### config.mk
export PLATFORM = sky130hd
export DESIGN_NAME = rvfi_trace
export DESIGN_NICKNAME = d
export VERILOG_FILES = /design/src/verilog/rvfi_pkg.sv /design/src/verilog/core_trace_pkg.sv /design/src/verilog/rvfi_trace.sv /design/src/verilog/rvfi_retire.sv /design/src/verilog/rvfi_exmem_track.sv /design/src/verilog/rvfi_decode_capture.sv
export SDC_FILE = /design/constraint.sdc
export NUM_CORES = 1
export LEC_CHECK = 0
export BUFFER_PORTS_ARGS = -buffer_cell sky130_fd_sc_hd__buf_2
export CAP_MARGIN = 20
export CORE_AREA = 8 8 298 300
export DETAILED_ROUTE_END_ITERATION = 10
export DIE_AREA = 0 0 306 308
export PLACE_DENSITY = 0.45
export SKIP_LAST_GASP = 1
export SLEW_MARGIN = 30
export SYNTH_ARGS = -nofsm -noshare
export SYNTH_HDL_FRONTEND = slang
export SYNTH_SLANG_ARGS = --single-unit
export TNS_END_PERCENT = 50
### constraint.sdc
create_clock -name clk_i -period 5 [get_ports clk_i]
set_input_delay 1 -clock clk_i [delete_from_list [all_inputs] [get_ports clk_i]]
set_output_delay 1 -clock clk_i [all_outputs]
set_load 0.03 [all_outputs]
### src/verilog/rvfi_pkg.sv
/*
 * formal interface record
 * one retired instruction as reported at writeback
 */
package rvfi_pkg;

    // machine mode only
    localparam logic [1:0] RVFI_MODE_M = 2'd3;
    // xlen is 32
    localparam logic [1:0] RVFI_IXL_32 = 2'd1;

    typedef struct packed {
        logic        valid;
        logic [31:0] insn;
        logic        trap;
        logic [1:0]  mode;
        logic [1:0]  ixl;
        // integer sources
        logic [4:0]  rs1_addr;
        logic [31:0] rs1_rdata;
        logic [4:0]  rs2_addr;
        logic [31:0] rs2_rdata;
        // integer destination
        logic [4:0]  rd_addr;
        logic [31:0] rd_wdata;
        // program counter
        logic [31:0] pc_rdata;
        logic [31:0] pc_wdata;
        // memory access
        logic [31:0] mem_addr;
        logic [3:0]  mem_rmask;
        logic [3:0]  mem_wmask;
        logic [31:0] mem_rdata;
        logic [31:0] mem_wdata;
    } rvfi_rec_t;

endpackage

### src/verilog/core_trace_pkg.sv
/*
 * core trace types
 * select encodings and per-stage input bundles seen by the trace monitor
 */
package core_trace_pkg;

    ///////////////////////////////////////////////////////////////////////
    // select encodings
    ///////////////////////////////////////////////////////////////////////

    // next pc source picked in decode
    typedef enum logic [1:0] {
        PC_SEQ    = 2'd0,
        PC_JAL    = 2'd1,
        PC_JALR   = 2'd2,
        PC_BRANCH = 2'd3
    } pc_source_t;

    // alu operand a
    typedef enum logic [1:0] {
        ALU_SRC1_RS1  = 2'd0,
        ALU_SRC1_PC   = 2'd1,
        ALU_SRC1_ZERO = 2'd2
    } alu_src1_t;

    // alu operand b
    typedef enum logic [1:0] {
        ALU_SRC2_RS2  = 2'd0,
        ALU_SRC2_IMM  = 2'd1,
        ALU_SRC2_FOUR = 2'd2
    } alu_src2_t;

    ///////////////////////////////////////////////////////////////////////
    // per-stage inputs from the core
    ///////////////////////////////////////////////////////////////////////

    // decode stage view, 210 bits
    typedef struct packed {
        logic        trap;
        logic [31:0] instr;
        logic [31:0] pc;
        logic [31:0] pc_seq;      // fetch pc after this one
        logic [31:0] jump_target; // jal / jalr destination
        logic [4:0]  rs1_addr;
        logic [4:0]  rs2_addr;
        logic [31:0] rs1_data;    // after forwarding
        logic [31:0] rs2_data;
        alu_src1_t   alu_src1;
        alu_src2_t   alu_src2;
        pc_source_t  pc_source;
        logic        mem_wen;
    } id_info_t;

    // execute stage outcome
    typedef struct packed {
        logic        trap;
        logic        branch_taken;
        logic [31:0] branch_target;
    } ex_info_t;

    // data bus request in memory stage
    typedef struct packed {
        logic        valid;
        logic        req;
        logic        we;
        logic [3:0]  be;
        logic [31:0] addr;
        logic [31:0] wdata;
    } mem_info_t;

    // writeback stage
    typedef struct packed {
        logic        reg_wen;
        logic [4:0]  rd_addr;
        logic [31:0] reg_wdata;
        logic [31:0] mem_rdata;
    } wb_info_t;

    // trace payload handed from stage to stage
    typedef struct packed {
        logic [31:0] insn;
        logic        trap;
        logic [4:0]  rs1_addr;
        logic [4:0]  rs2_addr;
        logic [31:0] rs1_data;
        logic [31:0] rs2_data;
        logic [31:0] pc_rdata;
        logic [31:0] pc_wdata;
    } stage_regs_t;

endpackage
### src/verilog/rvfi_trace.sv
/*
 * retirement trace monitor
 * follows each instruction from decode to writeback and
 * reports one formal-interface record per retirement
 */
`timescale 1ns/1ns

module rvfi_trace import core_trace_pkg::*, rvfi_pkg::*; (
    input  logic        clk_i,
    input  logic        rst_n_i,
    // decode
    input  id_info_t    id_i,
    input  logic        stall_ex_i,
    input  logic        flush_ex_i,
    // execute
    input  ex_info_t    ex_i,
    input  logic        stall_mem_i,
    input  logic        flush_mem_i,
    // memory
    input  mem_info_t   mem_i,
    // writeback
    input  logic        flush_wb_i,
    input  wb_info_t    wb_i,
    // record out
    output rvfi_rec_t   rvfi_o,
    output logic [63:0] rvfi_order_o
);

    stage_regs_t ex_regs;
    stage_regs_t mem_regs;
    logic        id_trap;

    // decode side
    rvfi_decode_capture u_decode_capture (
        .clk_i          (clk_i),
        .rst_n_i        (rst_n_i),
        .id_i           (id_i),
        .branch_taken_i (ex_i.branch_taken),
        .stall_ex_i     (stall_ex_i),
        .flush_ex_i     (flush_ex_i),
        .regs_o         (ex_regs),
        .id_trap_o      (id_trap)
    );

    // execute and memory
    rvfi_exmem_track u_exmem_track (
        .clk_i       (clk_i),
        .rst_n_i     (rst_n_i),
        .regs_i      (ex_regs),
        .id_trap_i   (id_trap),
        .ex_i        (ex_i),
        .stall_mem_i (stall_mem_i),
        .flush_mem_i (flush_mem_i),
        .regs_o      (mem_regs)
    );

    // writeback, 64-bit order count
    rvfi_retire #(
        .ORDER_W (64)
    ) u_retire (
        .clk_i        (clk_i),
        .rst_n_i      (rst_n_i),
        .regs_i       (mem_regs),
        .mem_i        (mem_i),
        .flush_wb_i   (flush_wb_i),
        .wb_i         (wb_i),
        .rvfi_o       (rvfi_o),
        .rvfi_order_o (rvfi_order_o)
    );

endmodule

### src/verilog/rvfi_retire.sv
/*
 * retirement stage
 * memory-to-writeback register, memory masks, rd gating and
 * the retirement order counter, drives the formal record
 */
`timescale 1ns/1ns

module rvfi_retire import core_trace_pkg::*, rvfi_pkg::*; #(
    parameter int ORDER_W = 64
) (
    input  logic               clk_i,
    input  logic               rst_n_i,
    input  stage_regs_t        regs_i,
    input  mem_info_t          mem_i,
    input  logic               flush_wb_i,
    input  wb_info_t           wb_i,
    output rvfi_rec_t          rvfi_o,
    output logic [ORDER_W-1:0] rvfi_order_o
);

    stage_regs_t        regs_q;
    logic               valid_q;
    logic [31:0]        mem_addr_q;
    logic [31:0]        mem_wdata_q;
    logic [3:0]         rmask_q;
    logic [3:0]         wmask_q;
    logic [ORDER_W-1:0] order_q;
    logic               rec_valid;
    logic [4:0]         rd_addr;

    ///////////////////////////////////////////////////////////////////////
    // mem -> wb register, never stalls
    ///////////////////////////////////////////////////////////////////////

    always_ff @(posedge clk_i, negedge rst_n_i) begin
        if (!rst_n_i) begin
            regs_q      <= '0;
            valid_q     <= 1'b0;
            mem_addr_q  <= '0;
            mem_wdata_q <= '0;
            rmask_q     <= '0;
            wmask_q     <= '0;
        end else begin
            regs_q <= regs_i;
            if (flush_wb_i) begin
                valid_q         <= 1'b0;
                regs_q.pc_wdata <= '0;
                mem_addr_q      <= '0;
                mem_wdata_q     <= '0;
                rmask_q         <= '0;
                wmask_q         <= '0;
            end else begin
                valid_q     <= mem_i.valid;
                mem_addr_q  <= mem_i.addr;
                mem_wdata_q <= mem_i.wdata;
                // byte enables split by direction
                rmask_q     <= (mem_i.req && !mem_i.we) ? mem_i.be : 4'b0;
                wmask_q     <= (mem_i.req &&  mem_i.we) ? mem_i.be : 4'b0;
            end
        end
    end

    // traps retire even without a valid slot
    assign rec_valid = valid_q || regs_q.trap;

    // x0 writes and disabled writes show no rd
    assign rd_addr = wb_i.reg_wen ? wb_i.rd_addr : 5'd0;

    ///////////////////////////////////////////////////////////////////////
    // retirement order
    ///////////////////////////////////////////////////////////////////////

    always_ff @(posedge clk_i, negedge rst_n_i) begin
        if (!rst_n_i) begin
            order_q <= '0;
        end else if (rec_valid) begin
            order_q <= order_q + ORDER_W'(1);
        end
    end

    assign rvfi_order_o = order_q;

    ///////////////////////////////////////////////////////////////////////
    // record
    ///////////////////////////////////////////////////////////////////////

    always_comb begin
        rvfi_o.valid     = rec_valid;
        rvfi_o.insn      = regs_q.insn;
        rvfi_o.trap      = regs_q.trap;
        rvfi_o.mode      = RVFI_MODE_M;
        rvfi_o.ixl       = RVFI_IXL_32;
        rvfi_o.rs1_addr  = regs_q.rs1_addr;
        rvfi_o.rs1_rdata = regs_q.rs1_data;
        rvfi_o.rs2_addr  = regs_q.rs2_addr;
        rvfi_o.rs2_rdata = regs_q.rs2_data;
        rvfi_o.rd_addr   = rd_addr;
        // rd data only meaningful for a real rd
        rvfi_o.rd_wdata  = (rd_addr == 5'd0) ? 32'b0 : wb_i.reg_wdata;
        rvfi_o.pc_rdata  = regs_q.pc_rdata;
        rvfi_o.pc_wdata  = regs_q.pc_wdata;
        rvfi_o.mem_addr  = mem_addr_q;
        rvfi_o.mem_rmask = rmask_q;
        rvfi_o.mem_wmask = wmask_q;
        // load data arrives in writeback
        rvfi_o.mem_rdata = wb_i.mem_rdata;
        rvfi_o.mem_wdata = mem_wdata_q;
    end

endmodule

### src/verilog/rvfi_exmem_track.sv
/*
 * execute/memory tracker
 * execute-to-memory trace register, applies taken branches
 * to the next pc and merges decode and execute traps
 */
`timescale 1ns/1ns

module rvfi_exmem_track import core_trace_pkg::*; (
    input  logic        clk_i,
    input  logic        rst_n_i,
    input  stage_regs_t regs_i,
    input  logic        id_trap_i,
    input  ex_info_t    ex_i,
    input  logic        stall_mem_i,
    input  logic        flush_mem_i,
    output stage_regs_t regs_o
);

    logic [31:0] pc_next;
    logic        trap_any;
    stage_regs_t regs_q;

    ///////////////////////////////////////////////////////////////////////
    // execute resolution
    ///////////////////////////////////////////////////////////////////////

    // taken branch overrides sequential or jump pc
    assign pc_next  = ex_i.branch_taken ? ex_i.branch_target : regs_i.pc_wdata;

    // either stage may raise it
    assign trap_any = id_trap_i || ex_i.trap;

    ///////////////////////////////////////////////////////////////////////
    // ex -> mem register
    ///////////////////////////////////////////////////////////////////////

    always_ff @(posedge clk_i, negedge rst_n_i) begin
        if (!rst_n_i) begin
            regs_q <= '0;
        end else if (!stall_mem_i) begin
            // sources, insn and pc pass through
            regs_q <= regs_i;
            if (flush_mem_i) begin
                // bubble, no trap and no next pc
                regs_q.trap     <= 1'b0;
                regs_q.pc_wdata <= '0;
            end else begin
                regs_q.trap     <= trap_any;
                regs_q.pc_wdata <= pc_next;
            end
        end
    end

    assign regs_o = regs_q;

endmodule

### src/verilog/rvfi_decode_capture.sv
/*
 * decode capture
 * decode-to-execute trace register, qualifies sources,
 * normalizes compressed words and picks the jump next pc
 */
`timescale 1ns/1ns

module rvfi_decode_capture import core_trace_pkg::*; (
    input  logic        clk_i,
    input  logic        rst_n_i,
    input  id_info_t    id_i,
    input  logic        branch_taken_i,
    input  logic        stall_ex_i,
    input  logic        flush_ex_i,
    output stage_regs_t regs_o,
    output logic        id_trap_o
);

    logic        rs1_used;
    logic        rs2_used;
    logic        is_jump;
    logic [31:0] insn_norm;
    stage_regs_t regs_d;
    stage_regs_t regs_q;

    ///////////////////////////////////////////////////////////////////////
    // next payload
    ///////////////////////////////////////////////////////////////////////

    // compressed when low bits are not 2'b11
    assign insn_norm = (id_i.instr[1:0] == 2'b11) ? id_i.instr
                                                  : {16'b0, id_i.instr[15:0]};

    // rs1 read by alu or as jalr base
    assign rs1_used = (id_i.alu_src1 == ALU_SRC1_RS1) || (id_i.pc_source == PC_JALR);
    // rs2 read by alu or as store data
    assign rs2_used = (id_i.alu_src2 == ALU_SRC2_RS2) || id_i.mem_wen;
    assign is_jump  = (id_i.pc_source == PC_JAL) || (id_i.pc_source == PC_JALR);

    always_comb begin
        regs_d          = '0;
        regs_d.insn     = insn_norm;
        // branch resolving in execute squashes this one
        regs_d.trap     = id_i.trap && !branch_taken_i;
        regs_d.pc_rdata = id_i.pc;
        // branches are resolved one stage later
        regs_d.pc_wdata = is_jump ? id_i.jump_target : id_i.pc_seq;
        if (rs1_used) begin
            regs_d.rs1_addr = id_i.rs1_addr;
            regs_d.rs1_data = id_i.rs1_data;
        end
        if (rs2_used) begin
            regs_d.rs2_addr = id_i.rs2_addr;
            regs_d.rs2_data = id_i.rs2_data;
        end
    end

    ///////////////////////////////////////////////////////////////////////
    // id -> ex register
    ///////////////////////////////////////////////////////////////////////

    always_ff @(posedge clk_i, negedge rst_n_i) begin
        if (!rst_n_i) begin
            regs_q <= '0;
        end else if (!stall_ex_i) begin
            regs_q <= regs_d;
            // bubble only loses its next pc
            if (flush_ex_i) begin
                regs_q.pc_wdata <= '0;
            end
        end
    end

    assign regs_o    = regs_q;
    // registered decode trap for the merge in memory
    assign id_trap_o = regs_q.trap;

endmodule

==> impl_metrics.ini <==
[run_status]
status = finished clean

[placement]
dp.cells = 3315
place_congestion = 0.807
portBuffers = 704
dpl_cell_area_mm2 = 0.0280
hpwl_mm = 53.2

[clock_network]
holdBufCountCts = 0
clk_latency_ps = 610
clk_pin_slew_ps = 60
cts.path.max_buffers = 3
htreeDepth = 3
clockRootBuffer = clkbuf_16
ctsResizeCount = 0
cts_tree = done
clock-sinks = 650
post-cts-setup-buffer-count = 0
cts_buffers = 75

[synth]
synth.top_cell.area_share = 0.695
synth.area.top_cells = dfrtp_1 (70%), mux2_2 (9.0%), a22o_1 (3.4%)
synthTopCellsByCount = dfrtp_1 (650), mux2_2 (187), nor2b_1 (97)
synthArstFlopShare = 1.00
ys_ff_latch = 650
synth-main-ff-cell = dfrtp_1
synth_edf_count = 0
yosysWarnings = 0
syn_area_mm2 = 0.0234
avgSynthCellArea_um2 = 14.5
synth_cell_types = 43
syn_inst = 1611
seq_area_frac_synth = 0.695
yosys.cell_count.top_type = dfrtp_1
yosys.area.top_type = dfrtp_1

[setup_path]
cp_cell_sequence = buf_2 -> and2_1 -> nor2_1 -> or4b_2 -> and2_1 -> buf_2
critPathTopFamily = simple AND/OR/NAND/NOR gates
start_kind = input port
cp.buffers_inverters = 2
cp.required_ps = 4000
critical_path_class = in2out
cp.depth = 6
cp.arrival_ps = 2670
cp-end-kind = output pin
reg2regPathDepth = 6
crit_fanout = 32
max_stage_delay_ps = 850
cpMaxStageDelayCell = or4b_2

[route]
drc = 0
wl_met2_mm = 35.5
avgRoutedWirePerCell_um = 21.0
drtIter0Drc = 617
highest_layer = met5
vias = 15177
dr_wl_met3_mm = 6.94
via_per_inst = 4.39
drt-total-wl_mm = 72.7
drtAntennaViolNets = 0
first_pass_iters = 4
wl_met1_mm = 28.3

[pwr]
ir_drop_v = 0.000239
power_mw = 13.3
pwr-share-comb = 0.125
power_leakage_nw = 15.5
p_sw_mw = 3.56
p_clk_frac = 0.425
p_sw_frac = 0.268
p_seq_frac = 0.450
cell_internal_pwr_mw = 9.74
power.density_mw_per_mm2 = 434

[final_layout]
syn_to_final_growth_pct = 30.9
fin_cells = 3458
nets = 2696
drive_above_1_share = 0.446
fillers = 8351
finalInstanceArea_mm2 = 0.0306

[sta]
fin_skew_ps = 18.4
rsz0062_at_grt = no
finalCritPeriodShare = 0.735
tns_ps = 0
report.final.setup_viol = 0
hold_ws_ps = 319
finalCriticalPeriod_ps = 3670
hold_violations = 0
max_freq_mhz = 272
drv_slew = 0
tightestPinTransition_ps = 942
relSlewSlack = 0.372

[global_route]
grt_pass1_vias = 16913
grt_util_all_layers = 0.150
antenna_found_initial = 21
grt-ovfl-total = 0
grt_pass1_wl_mm = 110
grt_max_degree = 94

[die]
dieWidth_um = 306
die-area_mm2 = 0.0942
row_count = 107
die_h_um = 308
start_util = 0.278
ios = 773
core_mm2 = 0.0842

[job]
maxCapViolCount = 0

[worst_hold_path]
hold_class = in2async
==> power groups by stage <==
stage / combinational (mW) / clock (mW) / sequential, mW
after floorplan: 0.584 / 0 / 6.45
after global placement: 1.68 / 0 / 6.07
after detailed placement: 1.71 / 0 / 6.09
after CTS: 1.71 / 5.85 / 6.00
after global routing: 1.80 / 6.07 / 6.05
final: 1.66 / 5.65 / 5.99
==> metal layers <==
metal | vias up | GRT usage
li1 | 6875 | -
met1 | 7632 | 0.175
met2 | 511 | 0.250
met3 | 139 | 0.0633
met4 | 20 | 0.0495
met5 | - | 0
==> area by class of cell <==
| type | instances | area (um^2) | area share |
|---|---|---|---|
| repair buffers | 728 | 3810 | 0.124 |
| inverters | 10 | 37.5 | 0.00123 |
| multi-input cells | 837 | 6560 | 0.214 |
| flip-flops and latches | 650 | 16300 | 0.531 |
| well taps | 1090 | 1360 | 0.0445 |
| clock inverters | 30 | 424 | 0.0138 |
| clock buffers | 104 | 2150 | 0.0701 |
| diodes | 9 | 22.5 | 0.000735 |
==> path summary, 6_finish.rpt <==
check / startpoint / to / slack (ps)
setup / recovery: wb_i[69] / rvfi_o[171] / 1330
hold / removal: rst_n_i / u_decode_capture.regs_o[75]$_DFFE_PN0N_ / 320
setup reg to reg: u_retire.rvfi_order_o[0]$_DFFE_PN0P_ / u_retire.rvfi_order_o[50]$_DFFE_PN0P_ / 2610
hold reg to reg: u_exmem_track.regs_o[106]$_DFFE_PN0N_ / u_retire.rvfi_o[252]$_DFF_PN0_ / 360
max in group asynchronous: rst_n_i / u_retire.rvfi_o[260]$_DFF_PN0_ / 3430
min in group clk_i: u_exmem_track.regs_o[106]$_DFFE_PN0N_ / u_retire.rvfi_o[252]$_DFF_PN0_ / 360
==> cell families after synthesis <==
family,after synthesis,share of synthesized area
buf+inv,126,0.0264
xor+xnor,63,0.0236
other cells,2,0.000321
mux,251,0.117
simple gates,358,0.0870
flops,650,0.695
compound gates,159,0.0491
fa+ha+maj,2,0.00107
==> cells in the final DEF, fill, tap and decap left out, drive strengths merged, types with 2 or more instances in the layout <==
| cell | synthesis | routed |
|---|---|---|
| dfrtp | 650 | 650 |
| and3 | 5 | 5 |
| diode | 0 | 9 |
| and3b | 2 | 2 |
| nand2 | 91 | 91 |
| xnor2 | 44 | 44 |
| o2111ai | 2 | 2 |
| buf | 46 | 728 |
| nor4 | 9 | 9 |
| nand3 | 23 | 23 |
| and4 | 5 | 5 |
| and2 | 46 | 46 |
| nand4b | 3 | 3 |
| conb | 2 | 4 |
| mux2 | 187 | 187 |
| mux2i | 64 | 64 |
| xor2 | 19 | 19 |
| nor3 | 14 | 14 |
| nor2 | 24 | 24 |
| nor2b | 97 | 97 |
| clkinvlp | 0 | 4 |
| inv | 10 | 16 |
| nand2b | 2 | 2 |
| clkinv | 0 | 13 |
| ha | 2 | 2 |
| nand4 | 27 | 27 |
| or2 | 4 | 4 |
| o21ai | 65 | 65 |
| bufinv | 0 | 7 |
| clkbuf | 70 | 104 |
| a22o | 90 | 90 |
| or4b | 2 | 2 |
| nor3b | 3 | 3 |
==> through the flow <==
step / util / setup slack, ps
global placement: 0.332 / 1410
finish: 0.364 / 1330
global route: 0.364 / 1210
floorplan: - / 1560
detailed placement: 0.333 / 1330
CTS: 0.363 / 1330
==> registers in the layout (all words and copies together), names as in the netlist <==
name and flops:
u_exmem_track.regs_o 171, u_retire.rvfi_o 171, u_decode_capture.regs_o 170, u_retire.rvfi_order_o 64
u_retire.mem_addr_q 32, u_retire.mem_wdata_q 32, u_retire.rmask_q 4, u_retire.wmask_q 4
u_decode_capture.id_trap_o 1, u_retire.valid_q 1
Power figures use the tool's default switching activity.
